[src/hw/lsu_pkg.sv]
package lsu_pkg;

	localparam int addr_width       = 32;
	localparam int line_width       = 64;
	localparam int strb_width       = 8;
	localparam int line_offset_bits = 3;
	localparam int id_width         = 4;
	localparam int reg_addr_width   = 5;

	typedef enum logic [3:0] {
		op_lb  = 4'd0,
		op_lbu = 4'd1,
		op_lh  = 4'd2,
		op_lhu = 4'd3,
		op_lw  = 4'd4,
		op_sb  = 4'd5,
		op_sh  = 4'd6,
		op_sw  = 4'd7
	} mem_op_e;

	typedef enum logic [2:0] {
		rd_idle,
		rd_wait_arready,
		rd_wait_rvalid,
		rd_done,
		rd_second
	} read_state_e;

	typedef enum logic [2:0] {
		wr_idle,
		wr_wait_awready,
		wr_wait_wready,
		wr_wait_bvalid,
		wr_done,
		wr_second
	} write_state_e;

	function automatic logic is_load(mem_op_e op);
		return op inside {op_lb, op_lbu, op_lh, op_lhu, op_lw};
	endfunction

	// access width in bytes: 1, 2 or 4
	function automatic logic [2:0] access_bytes(mem_op_e op);
		case (op)
			op_lb, op_lbu, op_sb: return 3'd1;
			op_lh, op_lhu, op_sh: return 3'd2;
			default: return 3'd4;
		endcase
	endfunction

endpackage

[src/hw/store_align.sv]
module store_align (
	input  lsu_pkg::mem_op_e                     op,
	input  logic [lsu_pkg::line_offset_bits-1:0] byte_offset,
	input  logic [lsu_pkg::addr_width-1:0]       store_data,
	input  logic                                 second_beat,
	output logic [lsu_pkg::line_width-1:0]       beat_data,
	output logic [lsu_pkg::strb_width-1:0]       beat_strb
);

	logic [lsu_pkg::line_width-1:0]   data_wide;
	logic [2*lsu_pkg::line_width-1:0] data_rot;
	logic [2*lsu_pkg::strb_width-1:0] byte_mask;
	logic [2*lsu_pkg::strb_width-1:0] strb_span;

	assign data_wide = {{(lsu_pkg::line_width-lsu_pkg::addr_width){1'b0}}, store_data};

	// rotate left by offset bytes, upper half of the doubled copy
	assign data_rot  = {data_wide, data_wide} << {byte_offset, 3'b000};
	assign beat_data = data_rot[2*lsu_pkg::line_width-1:lsu_pkg::line_width];

	always_comb begin
		case (lsu_pkg::access_bytes(op))
			3'd1: byte_mask = 16'h0001;
			3'd2: byte_mask = 16'h0003;
			default: byte_mask = 16'h000f;
		endcase
	end

	// low half covers this line, high half spills into the next
	assign strb_span = byte_mask << byte_offset;
	assign beat_strb = second_beat ? strb_span[2*lsu_pkg::strb_width-1:lsu_pkg::strb_width]
		: strb_span[lsu_pkg::strb_width-1:0];

endmodule

[src/hw/load_extract.sv]
module load_extract (
	input  lsu_pkg::mem_op_e                     op,
	input  logic [lsu_pkg::line_offset_bits-1:0] byte_offset,
	input  logic [lsu_pkg::line_width-1:0]       first_beat,
	input  logic [lsu_pkg::line_width-1:0]       rdata,
	input  logic                                 split,
	output logic [lsu_pkg::addr_width-1:0]       load_value
);

	logic [2*lsu_pkg::line_width-1:0] window;
	logic [2*lsu_pkg::line_width-1:0] window_shift;
	logic [lsu_pkg::addr_width-1:0]   raw;

	// split access: earlier line in the low half, current beat above it
	assign window = split ? {rdata, first_beat}
		: {{lsu_pkg::line_width{1'b0}}, rdata};

	assign window_shift = window >> {byte_offset, 3'b000};
	assign raw          = window_shift[lsu_pkg::addr_width-1:0];

	always_comb begin
		case (op)
			lsu_pkg::op_lb:  load_value = {{24{raw[7]}}, raw[7:0]};
			lsu_pkg::op_lbu: load_value = {24'd0, raw[7:0]};
			lsu_pkg::op_lh:  load_value = {{16{raw[15]}}, raw[15:0]};
			lsu_pkg::op_lhu: load_value = {16'd0, raw[15:0]};
			default:         load_value = raw;
		endcase
	end

endmodule

[src/hw/axi_read_ctrl.sv]
module axi_read_ctrl (
	input  logic                            clock,
	input  logic                            reset,
	input  logic                            start,
	input  logic                            need_second,
	input  logic [lsu_pkg::addr_width-1:0]  line_addr,
	input  logic [lsu_pkg::id_width-1:0]    id,
	output logic                            arvalid,
	input  logic                            arready,
	output logic [lsu_pkg::addr_width-1:0]  araddr,
	output logic [lsu_pkg::id_width-1:0]    arid,
	input  logic                            rvalid,
	output logic                            rready,
	input  logic [lsu_pkg::line_width-1:0]  rdata,
	input  logic [lsu_pkg::id_width-1:0]    rid,
	output logic [lsu_pkg::line_width-1:0]  first_beat,
	output logic                            second_beat,
	output logic                            done
);

	lsu_pkg::read_state_e state;
	logic                 r_accept;
	logic                 last_beat;

	// a response only counts with a matching id
	assign r_accept  = rvalid && rready && (rid == arid);
	assign last_beat = !need_second || second_beat;
	assign done      = r_accept && last_beat;

	always_ff @(posedge clock) begin
		if (reset) begin
			state       <= lsu_pkg::rd_idle;
			arvalid     <= 1'b0;
			rready      <= 1'b0;
			second_beat <= 1'b0;
		end else begin
			case (state)
				lsu_pkg::rd_idle: begin
					if (start) begin
						arvalid <= 1'b1;
						state   <= lsu_pkg::rd_wait_arready;
					end
				end
				lsu_pkg::rd_wait_arready: begin
					if (arready) begin
						arvalid <= 1'b0;
						rready  <= 1'b1;
						state   <= lsu_pkg::rd_wait_rvalid;
					end
				end
				lsu_pkg::rd_wait_rvalid: begin
					if (r_accept) begin
						rready <= 1'b0;
						if (last_beat) begin
							second_beat <= 1'b0;
							state       <= lsu_pkg::rd_done;
						end else begin
							second_beat <= 1'b1;
							state       <= lsu_pkg::rd_second;
						end
					end
				end
				// slot refills here, wait one cycle before looking at start
				lsu_pkg::rd_done: state <= lsu_pkg::rd_idle;
				lsu_pkg::rd_second: begin
					arvalid <= 1'b1;
					state   <= lsu_pkg::rd_wait_arready;
				end
				default: state <= lsu_pkg::rd_idle;
			endcase
		end
	end

	// address and id sampled when the request goes out
	always_ff @(posedge clock) begin
		if (state == lsu_pkg::rd_idle && start) begin
			araddr <= line_addr;
			arid   <= id;
		end else if (state == lsu_pkg::rd_second) begin
			araddr <= line_addr + lsu_pkg::strb_width;
			arid   <= id;
		end
	end

	always_ff @(posedge clock) begin
		if (r_accept && !last_beat) begin
			first_beat <= rdata;
		end
	end

endmodule

[src/hw/axi_write_ctrl.sv]
module axi_write_ctrl (
	input  logic                            clock,
	input  logic                            reset,
	input  logic                            start,
	input  logic                            need_second,
	input  logic [lsu_pkg::addr_width-1:0]  line_addr,
	input  logic [lsu_pkg::id_width-1:0]    id,
	input  logic [lsu_pkg::line_width-1:0]  beat_data,
	input  logic [lsu_pkg::strb_width-1:0]  beat_strb,
	output logic                            awvalid,
	input  logic                            awready,
	output logic [lsu_pkg::addr_width-1:0]  awaddr,
	output logic [lsu_pkg::id_width-1:0]    awid,
	output logic                            wvalid,
	input  logic                            wready,
	output logic [lsu_pkg::line_width-1:0]  wdata,
	output logic [lsu_pkg::strb_width-1:0]  wstrb,
	input  logic                            bvalid,
	output logic                            bready,
	input  logic [lsu_pkg::id_width-1:0]    bid,
	output logic                            second_beat,
	output logic                            done
);

	lsu_pkg::write_state_e state;
	logic                  b_accept;
	logic                  last_beat;

	assign b_accept  = bvalid && bready && (bid == awid);
	assign last_beat = !need_second || second_beat;
	assign done      = b_accept && last_beat;

	always_ff @(posedge clock) begin
		if (reset) begin
			state       <= lsu_pkg::wr_idle;
			awvalid     <= 1'b0;
			wvalid      <= 1'b0;
			bready      <= 1'b0;
			second_beat <= 1'b0;
		end else begin
			case (state)
				lsu_pkg::wr_idle: begin
					if (start) begin
						awvalid <= 1'b1;
						state   <= lsu_pkg::wr_wait_awready;
					end
				end
				// data phase opens only after the address handshake
				lsu_pkg::wr_wait_awready: begin
					if (awready) begin
						awvalid <= 1'b0;
						wvalid  <= 1'b1;
						state   <= lsu_pkg::wr_wait_wready;
					end
				end
				lsu_pkg::wr_wait_wready: begin
					if (wready) begin
						wvalid <= 1'b0;
						bready <= 1'b1;
						state  <= lsu_pkg::wr_wait_bvalid;
					end
				end
				lsu_pkg::wr_wait_bvalid: begin
					if (b_accept) begin
						bready <= 1'b0;
						if (last_beat) begin
							second_beat <= 1'b0;
							state       <= lsu_pkg::wr_done;
						end else begin
							second_beat <= 1'b1;
							state       <= lsu_pkg::wr_second;
						end
					end
				end
				lsu_pkg::wr_done: state <= lsu_pkg::wr_idle;
				lsu_pkg::wr_second: begin
					awvalid <= 1'b1;
					state   <= lsu_pkg::wr_wait_awready;
				end
				default: state <= lsu_pkg::wr_idle;
			endcase
		end
	end

	always_ff @(posedge clock) begin
		if (state == lsu_pkg::wr_idle && start) begin
			awaddr <= line_addr;
			awid   <= id;
		end else if (state == lsu_pkg::wr_second) begin
			awaddr <= line_addr + lsu_pkg::strb_width;
			awid   <= id;
		end
	end

	// beat payload held steady for the whole data phase
	always_ff @(posedge clock) begin
		if (state == lsu_pkg::wr_wait_awready && awready) begin
			wdata <= beat_data;
			wstrb <= beat_strb;
		end
	end

endmodule

[src/hw/mem_stage.sv]
module mem_stage (
	input  logic                                clock,
	input  logic                                reset,
	input  logic                                in_valid,
	input  lsu_pkg::mem_op_e                    in_op,
	input  logic [lsu_pkg::addr_width-1:0]      in_base,
	input  logic [lsu_pkg::addr_width-1:0]      in_offset,
	input  logic [lsu_pkg::addr_width-1:0]      in_store_data,
	input  logic [lsu_pkg::reg_addr_width-1:0]  in_rd,
	output logic                                allowin,
	output logic                                arvalid,
	input  logic                                arready,
	output logic [lsu_pkg::addr_width-1:0]      araddr,
	output logic [lsu_pkg::id_width-1:0]        arid,
	input  logic                                rvalid,
	output logic                                rready,
	input  logic [lsu_pkg::line_width-1:0]      rdata,
	input  logic [lsu_pkg::id_width-1:0]        rid,
	output logic                                awvalid,
	input  logic                                awready,
	output logic [lsu_pkg::addr_width-1:0]      awaddr,
	output logic [lsu_pkg::id_width-1:0]        awid,
	output logic                                wvalid,
	input  logic                                wready,
	output logic [lsu_pkg::line_width-1:0]      wdata,
	output logic [lsu_pkg::strb_width-1:0]      wstrb,
	input  logic                                bvalid,
	output logic                                bready,
	input  logic [lsu_pkg::id_width-1:0]        bid,
	output logic                                wb_valid,
	output logic                                wb_wen,
	output logic [lsu_pkg::reg_addr_width-1:0]  wb_rd,
	output logic [lsu_pkg::addr_width-1:0]      wb_data
);

	logic                                   slot_valid;
	lsu_pkg::mem_op_e                       slot_op;
	logic [lsu_pkg::addr_width-1:0]         slot_base;
	logic [lsu_pkg::addr_width-1:0]         slot_offset;
	logic [lsu_pkg::addr_width-1:0]         slot_store_data;
	logic [lsu_pkg::reg_addr_width-1:0]     slot_rd;
	logic [lsu_pkg::id_width-1:0]           id_count;
	logic [lsu_pkg::addr_width-1:0]         eff_addr;
	logic [lsu_pkg::addr_width-1:0]         line_addr;
	logic [lsu_pkg::line_offset_bits-1:0]   byte_offset;
	logic                                   need_second;
	logic                                   slot_is_load;
	logic                                   rd_done;
	logic                                   wr_done;
	logic                                   ready_go;
	logic                                   rd_second_beat;
	logic                                   wr_second_beat;
	logic [lsu_pkg::line_width-1:0]         first_beat;
	logic [lsu_pkg::line_width-1:0]         beat_data;
	logic [lsu_pkg::strb_width-1:0]         beat_strb;
	logic [lsu_pkg::addr_width-1:0]         load_value;

	always_ff @(posedge clock) begin
		if (reset) begin
			slot_valid <= 1'b0;
		end else if (allowin) begin
			slot_valid <= in_valid;
		end
	end

	always_ff @(posedge clock) begin
		if (in_valid && allowin) begin
			slot_op         <= in_op;
			slot_base       <= in_base;
			slot_offset     <= in_offset;
			slot_store_data <= in_store_data;
			slot_rd         <= in_rd;
		end
	end

	// transaction id source, wraps freely
	always_ff @(posedge clock) begin
		if (reset) begin
			id_count <= '0;
		end else begin
			id_count <= id_count + 1'b1;
		end
	end

	assign eff_addr     = slot_base + slot_offset;
	assign byte_offset  = eff_addr[lsu_pkg::line_offset_bits-1:0];
	assign line_addr    = {eff_addr[lsu_pkg::addr_width-1:lsu_pkg::line_offset_bits],
		{lsu_pkg::line_offset_bits{1'b0}}};
	assign slot_is_load = lsu_pkg::is_load(slot_op);

	// access runs past the end of the 8-byte line
	assign need_second = ({1'b0, byte_offset} + {1'b0, lsu_pkg::access_bytes(slot_op)}) > 4'd8;

	assign ready_go = slot_is_load ? rd_done : wr_done;
	assign allowin  = !slot_valid || ready_go;

	assign wb_valid = slot_valid && ready_go;
	assign wb_wen   = wb_valid && slot_is_load;
	assign wb_rd    = slot_rd;
	assign wb_data  = load_value;

	axi_read_ctrl read_ctrl0 (
		.clock       (clock),
		.reset       (reset),
		.start       (slot_valid && slot_is_load),
		.need_second (need_second),
		.line_addr   (line_addr),
		.id          (id_count),
		.arvalid     (arvalid),
		.arready     (arready),
		.araddr      (araddr),
		.arid        (arid),
		.rvalid      (rvalid),
		.rready      (rready),
		.rdata       (rdata),
		.rid         (rid),
		.first_beat  (first_beat),
		.second_beat (rd_second_beat),
		.done        (rd_done)
	);

	axi_write_ctrl write_ctrl0 (
		.clock       (clock),
		.reset       (reset),
		.start       (slot_valid && !slot_is_load),
		.need_second (need_second),
		.line_addr   (line_addr),
		.id          (id_count),
		.beat_data   (beat_data),
		.beat_strb   (beat_strb),
		.awvalid     (awvalid),
		.awready     (awready),
		.awaddr      (awaddr),
		.awid        (awid),
		.wvalid      (wvalid),
		.wready      (wready),
		.wdata       (wdata),
		.wstrb       (wstrb),
		.bvalid      (bvalid),
		.bready      (bready),
		.bid         (bid),
		.second_beat (wr_second_beat),
		.done        (wr_done)
	);

	store_align store_align0 (
		.op          (slot_op),
		.byte_offset (byte_offset),
		.store_data  (slot_store_data),
		.second_beat (wr_second_beat),
		.beat_data   (beat_data),
		.beat_strb   (beat_strb)
	);

	load_extract load_extract0 (
		.op          (slot_op),
		.byte_offset (byte_offset),
		.first_beat  (first_beat),
		.rdata       (rdata),
		.split       (rd_second_beat),
		.load_value  (load_value)
	);

endmodule

[config.mk]
export PLATFORM = sky130hd
export DESIGN_NAME = mem_stage
export DESIGN_NICKNAME = d
export VERILOG_FILES = /design/src/hw/lsu_pkg.sv /design/src/hw/store_align.sv /design/src/hw/load_extract.sv /design/src/hw/axi_read_ctrl.sv /design/src/hw/axi_write_ctrl.sv /design/src/hw/mem_stage.sv
export SDC_FILE = /design/constraint.sdc
export NUM_CORES = 1
export LEC_CHECK = 0
export BUFFER_PORTS_ARGS = -buffer_cell sky130_fd_sc_hd__buf_2
export CORE_MARGIN = 3
export CORE_UTILIZATION = 55
export CTS_BUF_LIST = sky130_fd_sc_hd__clkbuf_4
export DETAILED_ROUTE_END_ITERATION = 8
export PLACE_DENSITY = 0.86
export SYNTH_ARGS = -nofsm -noshare
export SYNTH_HDL_FRONTEND = slang
export SYNTH_SLANG_ARGS = --single-unit
export TNS_END_PERCENT = 1
[constraint.sdc]
create_clock -name clock -period 10.1 [get_ports clock]
set_input_delay 3.03 -clock clock [delete_from_list [all_inputs] [get_ports clock]]
set_output_delay 3.03 -clock clock [all_outputs]
set_load 0.05 [all_outputs]
==> summary.md, run 1 <==
| Metric | Value |
|---|---|
| Resize count post-CTS | `0` |
| Top cells by area, synth | `edfxtp_1 (52%), mux4_2 (5.1%), nand2_1 (3.7%)` |
| Most used DFF post-synth | `edfxtp_1` |
| Largest net degree at the start of global routing | `78` |
| CP Data Required Time | `7.07 ns` |
| Core Util, Final | `67.0%` |
| Area fraction of the dominant cell type after synthesis | `52.5%` |
| Post-synth EDFFs | `307` |
| Post-CTS Setup Bufs | `0` |
| Die W | `185 µm` |
| Max Clk Rate | `119 MHz` |
| Worst-path clk slew | `0.06 ns` |
| Synth Register Bits | `325` |
| CTS tree | `yes` |
| Sw Share | `34.3%` |
| HPWL Detailed | `36,000 µm` |
| Clock Path Buffers | `3` |
| DRT iter0 DRCs | `1,616` |
| P_int | `2.50 mW` |
| Worst Path Class, Setup | `reg -> out` |
| Clk Latency, worst-skew pair | `0.78 ns` |
| CP Max Fanout | `77` |
| Relative slew slack | `29.1%` |
| # hold bufs at CTS | `0` |
| Syn_area_per_cell | `11.9 µm²` |
| Min cycle time layout | `8.37 ns` |
| Pwr per Cell Area | `182 nW/µm²` |
| Slew Limit Fails | `0` |
| Setup TNS | `0 ns` |
| Fin Clk Skew | `0.0357 ns` |
| Fin. Hold Viols | `0` |
| GRT Residual Overflow | `0` |
| Final #Nets | `2,079` |
| Final ANT Viol Nets | `0` |
| Drt drc | `0` |
| Die area | `34,100 µm²` |
| Sequential power share | `42.3%` |
| Logic pwr share | `27.5%` |
| Clock root cell | `clkbuf_4` |
| GPL Wtd Cong | `0.967` |
| Die height | `185 µm` |
| # rows | `64` |
| CTS sink count | `325` |
| Power share of the clock group | `30.3%` |
| P_sw | `1.30 mW` |
| CP Launch Type | `flip-flop` |
| # fillers | `2,296` |
| Via-to-Cell Ratio | `6.23` |
| Ys async rst share | `0%` |
| Worst-Margin Slew | `1.06 ns` |
| Routed vias | `14.5k` |
| Fin Hold WS | `0.491 ns` |
| Initial core utilization | `56.5%` |
| Most frequent cells after synthesis | `edfxtp_1 (307), nand2_1 (175), nor2_1 (112), a21oi_1 (91), o21ai_0 (88)` |
| Synthesis-to-finish area growth | `18.5%` |
| First-pass GRT wire length | `77,300 µm` |
| Synth area leader | `edfxtp_1` |
| All-layer global routing usage | `29.1%` |
| Num CTS Buffers | `86` |
| 1st-pass router iterations | `6` |
| Vias in the first global route | `14.4k` |
| Setup Viol. Count Final | `0` |
| Max-Cap Viols | `0` |
| RSZ-0062 raised after global routing | `false` |
| Port bufs | `367` |
| Max VDD drop | `0.000141 V` |
| H-tree levels | `3` |
| Antenna violations before repair | `14` |
| CP Data Arrival Time | `5.34 ns` |
| LEAKAGE | `7.95 nW` |
| Status | `completed` |
| Post-Synthesis Cells | `1,471` |
| Post-synth cell types | `92` |
| Post-synthesis sequential area ratio | `54.5%` |
| Layout cell share with drive strength beyond 1 | `33.5%` |
| Worst min-delay path category | `reg -> reg` |
| Worst setup EP type | `primary output` |
| Routed wire length | `50,800 µm` |
| Crit share post-route | `82.9%` |
| Most frequent cell after synthesis | `edfxtp_1` |
| Synth Cell Area | `17,600 µm²` |
| Ys Warns | `0` |
| IO Count | `374` |
| Wire per inst | `21.8 µm` |
| Placeable Area | `31,100 µm²` |
critical path, cell delays in order (launching register included):
cell and delay (ns):
edfxtp_1 0.38, ha_4 0.16, inv_1 0.05, fa_2 0.51, buf_4 0.69, nand2b_1 0.69, o22ai_1 0.37, nor2_1 0.09
a21o_1 0.15, a222oi_1 0.45, nand2_1 0.10, o211ai_1 0.49, nand2_1 0.13, buf_2 0.27
worst paths after layout:
check,from,endpoint,slack [ns],depth (start not counted)
worst max-delay path,slot_base[0]$_DFFE_PP_,wb_data[25],1.73,13
worst min register to register,id_count[0]$_SDFF_PP0_,id_count[0]$_SDFF_PP0_,0.49,1
worst max register to register,slot_base[0]$_DFFE_PP_,slot_offset[8]$_DFFE_PP_,4.04,15
worst min-delay path,id_count[0]$_SDFF_PP0_,id_count[0]$_SDFF_PP0_,0.49,1
power by group through the flow:
stage	Clock (mW)	Sequential [mW]	Combinational, mW
finish	1.15	1.60	1.04
global route	1.24	1.61	1.12
CTS	1.17	1.60	1.03
detailed placement	0	1.63	1.03
global placement	0	1.63	1.00
floorplan	0	1.74	0.655
area by class of cell:
class                           count  area (µm²)  share of cell area [%]
Antenna cell                       19        47.5                   0.228
Clock buffer                      121         908                    4.37
Clock inverter                     24         156                   0.752
Sequential cell                   325        9580                    46.0
Multi-Input combinational cell   1041        7600                    36.5
Inverter                           17        63.8                   0.307
Tap cell                          396         495                    2.38
Timing Repair Buffer              383        1960                    9.40
kinds of logic after synthesis:
| logic type | after synthesis | synth area share (%) |
|---|---|---|
| fa+ha+maj | 40 | 2.93 |
| other cells | 1 | 0.0214 |
| buf+inv | 110 | 2.69 |
| xor+xnor | 87 | 4.42 |
| simple gates | 450 | 12.4 |
| mux | 125 | 10.2 |
| compound gates | 333 | 12.8 |
| flops | 325 | 54.5 |
stage by stage:
step / worst slack, ns / area [µm²] / power, mW / std cells
6_report: 1.73 / 20800 / 3.79 / 2326
5_1_grt: 1.36 / 20800 / 3.97 / 2321
2_1_floorplan: 1.07 / 17600 / 2.39 / 1476
3_3_place_gp: 1.94 / 19700 / 2.63 / 2162
4_1_cts: 1.72 / 20800 / 3.81 / 2307
3_5_place_dp: 1.81 / 19700 / 2.66 / 2162
per-layer routing:
| metal | GRT usage (%) | wire (µm) | up-vias |
|---|---|---|---|
| met5 | 0 | 10 | - |
| met4 | 13.9 | 2260 | 2 |
| met3 | 8.03 | 5500 | 173 |
| met2 | 48.5 | 24600 | 1000 |
| met1 | 35.2 | 18400 | 6873 |
| li1 | - | - | 6443 |
layout by cell type (no fill, tap or decap), types with 6 or more instances in the layout:
| cell type | instances |
|---|---|
| a21o_1 | 10 |
| a21oi_1 | 91 |
| a221o_1 | 16 |
| a221oi_1 | 17 |
| a22o_1 | 17 |
| a31o_2 | 6 |
| and2_1 | 12 |
| buf_2 | 367 |
| buf_4 | 16 |
| clkbuf_4 | 121 |
| clkinv_1 | 14 |
| conb_1 | 6 |
| dfxtp_1 | 17 |
| diode_2 | 19 |
| edfxtp_1 | 307 |
| ha_1 | 37 |
| inv_1 | 15 |
| mux2_2 | 28 |
| mux2i_1 | 57 |
| mux4_2 | 40 |
| nand2_1 | 175 |
| nand2b_1 | 7 |
| nand3_1 | 31 |
| nand3b_1 | 6 |
| nand4_1 | 22 |
| nor2_1 | 111 |
| nor2b_1 | 12 |
| nor3_1 | 22 |
| o21ai_0 | 88 |
| o221ai_1 | 14 |
| o22ai_1 | 14 |
| xnor2_1 | 59 |
| xor2_1 | 25 |
sequential cells by signal (all words and copies together) (netlist names), 3 cells and up:
name and count:
slot_store_data 32, slot_op 4, slot_offset 32, slot_base 32, wb_rd 5, write_ctrl0.wstrb 8, read_ctrl0.first_beat 64, read_ctrl0.araddr 29
write_ctrl0.wdata 64, id_count 4, read_ctrl0.state 3, read_ctrl0.arid 4, write_ctrl0.awid 4, write_ctrl0.awaddr 29, write_ctrl0.state 3
Note: power is estimated with default switching activity, not from simulation.
==> inputs of run 2 (changes only) <==
--- a/config.mk
+++ b/config.mk
@@ -7,7 +7,7 @@
 export LEC_CHECK = 0
 export BUFFER_PORTS_ARGS = -buffer_cell sky130_fd_sc_hd__buf_2
 export CORE_MARGIN = 3
-export CORE_UTILIZATION = 55
+export CORE_UTILIZATION = 52
 export CTS_BUF_LIST = sky130_fd_sc_hd__clkbuf_4
 export DETAILED_ROUTE_END_ITERATION = 8
 export PLACE_DENSITY = 0.86
==> constraint.sdc (replaced) <==
create_clock -name clock -period 7.59 [get_ports clock]
set_input_delay 2.277 -clock clock [delete_from_list [all_inputs] [get_ports clock]]
set_output_delay 2.277 -clock clock [all_outputs]
set_load 0.05 [all_outputs]
==> run 2 against run 1 <==
  * Sequential share of layout area fell by 0.12 points
  * Combinational power increased by 35%
  * Final cell count rose by 2.0%
  * Die area increased by 5.6%
  * Highest routed layer unchanged
  * Largest cell class unchanged
==> summary.md, run 2 (same netlist as run 1, synthesis figures left out) <==
| Metric | Value |
|---|---|
| Status | `completed` |
| Resize count post-CTS | `0` |
| HPWL Detailed | `36,800 µm` |
| Clk Latency, worst-skew pair | `0.78 ns` |
| Critical path's largest stage delay | `0.61 ns` |
| Routed wire length | `51,500 µm` |
| RSZ-0062 raised after global routing | `false` |
| 1st-pass router iterations | `6` |
| CP Data Arrival Time | `4.88 ns` |
| Clock root cell | `clkbuf_4` |
| GPL Wtd Cong | `0.945` |
| Max Clk Rate | `140 MHz` |
| DRT iter0 DRCs | `1,290` |
| Placeable Area | `32,900 µm²` |
| All-layer global routing usage | `28.1%` |
| # fillers | `2,537` |
| Die area | `36,000 µm²` |
| Max-Cap Viols | `0` |
| CP Max Fanout | `72` |
| P_sw | `1.74 mW` |
| Drt drc | `0` |
| Multi-input logic area | `7610 µm²` |
| Min cycle time layout | `7.16 ns` |
| Die height | `190 µm` |
| Commonest non-fill, non-tap cell in the layout | `buf_2` |
| Setup TNS | `0 ns` |
| Top flop regs | `read_ctrl0.first_beat x64, write_ctrl0.wdata x64` |
| Crit share post-route | `94.3%` |
| P_int | `3.27 mW` |
| Via-to-Cell Ratio | `6.06` |
| DP Cell Count | `2,214` |
| Worst min-delay path category | `reg -> reg` |
| First-pass GRT wire length | `78,700 µm` |
| Clock Path Buffers | `3` |
| Fin. Hold Viols | `0` |
| Max VDD drop | `0.000184 V` |
| Pwr per Cell Area | `240 nW/µm²` |
| Slew Limit Fails | `0` |
| Port bufs | `367` |
| Power share of the clock group | `29.6%` |
| Logic pwr share | `27.9%` |
| LEAKAGE | `7.96 nW` |
| CTS sink count | `325` |
| Largest net degree at the start of global routing | `81` |
| Critical Path, Cell by Cell | `ha_4 -> inv_1 -> fa_4 -> xor2_4 -> inv_2 -> buf_4 -> nand2_1 -> o22ai_1 -> a21oi_1 -> o211ai_1 -> buf_4 -> nand2_1 -> buf_2` |
| Final ANT Viol Nets | `0` |
| GRT Residual Overflow | `0` |
| Layout cell share with drive strength beyond 1 | `33.6%` |
| Initial core utilization | `53.3%` |
| Worst-path clk slew | `0.07 ns` |
| IO Count | `374` |
| Worst Path Class, Setup | `reg -> out` |
| Non-filler cells, final | `2,373` |
| Synthesis-to-finish area growth | `18.8%` |
| CP Launch Type | `flip-flop` |
| CP Data Required Time | `5.31 ns` |
| Fin Clk Skew | `0.0447 ns` |
| Most frequent cells in the layout | `buf_2 (367), edfxtp_1 (307), nand2_1 (175)` |
| Sw Share | `34.7%` |
| Die W | `190 µm` |
| # hold bufs at CTS | `0` |
| Wire per inst | `21.7 µm` |
| Register Area | `9580 µm²` |
| # rows | `66` |
| H-tree levels | `3` |
| Final #Nets | `2,085` |
| Sequential power share | `42.5%` |
| Antenna violations before repair | `11` |
| CTS tree | `yes` |
| Worst setup EP type | `primary output` |
| Vias in the first global route | `14.2k` |
| Num CTS Buffers | `86` |
| Post-CTS Setup Bufs | `0` |
| Setup Viol. Count Final | `0` |
| Slowest-stage cell, CP | `o211ai_1` |
| Routed vias | `14.4k` |
| Relative slew slack | `13.7%` |
| Worst-Margin Slew | `1.29 ns` |
-- run 2: cell types whose count changed in the layout (fill, tap and decap cells not counted), sizes merged --
cell	delta
buf	+6
diode	-6
clkbuf	+3
bufinv	-2
clkinvlp	-1
inv	+1
-- run 2: layer usage --
layer / global-route usage, % / wire length, µm / vias to the layer above
met5: 0 / 28 / -
met4: 11.9 / 1800 / 4
li1: - / - / 6448
met2: 46.2 / 24900 / 885
met1: 34.8 / 19000 / 6905
met3: 8.35 / 5660 / 142
-- run 2: final timing paths --
path | start | end | slack (ns) | cells after the start
max | slot_base[0]$_DFFE_PP_ | wb_data[19] | 0.43 | 13
max reg2reg | slot_offset[0]$_DFFE_PP_ | slot_offset[1]$_DFFE_PP_ | 2.65 | 15
min reg2reg | read_ctrl0.arvalid$_SDFFE_PP0P_ | read_ctrl0.arvalid$_SDFFE_PP0P_ | 0.49 | 2
min | read_ctrl0.arvalid$_SDFFE_PP0P_ | read_ctrl0.arvalid$_SDFFE_PP0P_ | 0.49 | 2
-- run 2: worst max-delay path, delay by kind of cell (launching register included) --
kind | cells | cell delay (ns)
and+or+nand+nor | 2 | 0.63
adders and majority gates | 2 | 0.62
xor gates and xnor gates | 1 | 0.21
DFF | 1 | 0.38
buffers and inverters | 5 | 1.20
AOI/OAI and AO/OA | 3 | 1.04
-- run 2: final cells by class --
type	count	area share, %
Multi-Input combinational cell	1041	36.5
Antenna cell	13	0.156
Clock buffer	124	4.46
Tap cell	442	2.65
Clock inverter	22	0.432
Timing Repair Buffer	389	9.59
Inverter	17	0.306
Sequential cell	325	45.9
-- run 2: through the flow --
| stage | cell area (µm²) | worst slack, ns | hold slack [ns] | power [mW] | utilization [%] |
|---|---|---|---|---|---|
| floorplan | 17600 | 0.804 | 0.436 | 3.18 | - |
| global placement | 19800 | 0.867 | 0.479 | 3.52 | 60.1 |
| detailed placement | 19800 | 0.796 | 0.484 | 3.55 | 60.1 |
| CTS | 20800 | 0.485 | 0.491 | 5.04 | 63.2 |
| global route | 20900 | 0.201 | 0.505 | 5.25 | 63.3 |
| finish | 20900 | 0.432 | 0.494 | 5.01 | 63.3 |
-- run 2: power by group through the flow --
stage	Combinational, mW	Clock (mW)	Sequential (mW)
final	1.40	1.48	2.13
after detailed placement	1.38	0	2.17
after floorplan	0.871	0	2.31
after global placement	1.35	0	2.17
after CTS	1.39	1.52	2.13
after global routing	1.50	1.62	2.14
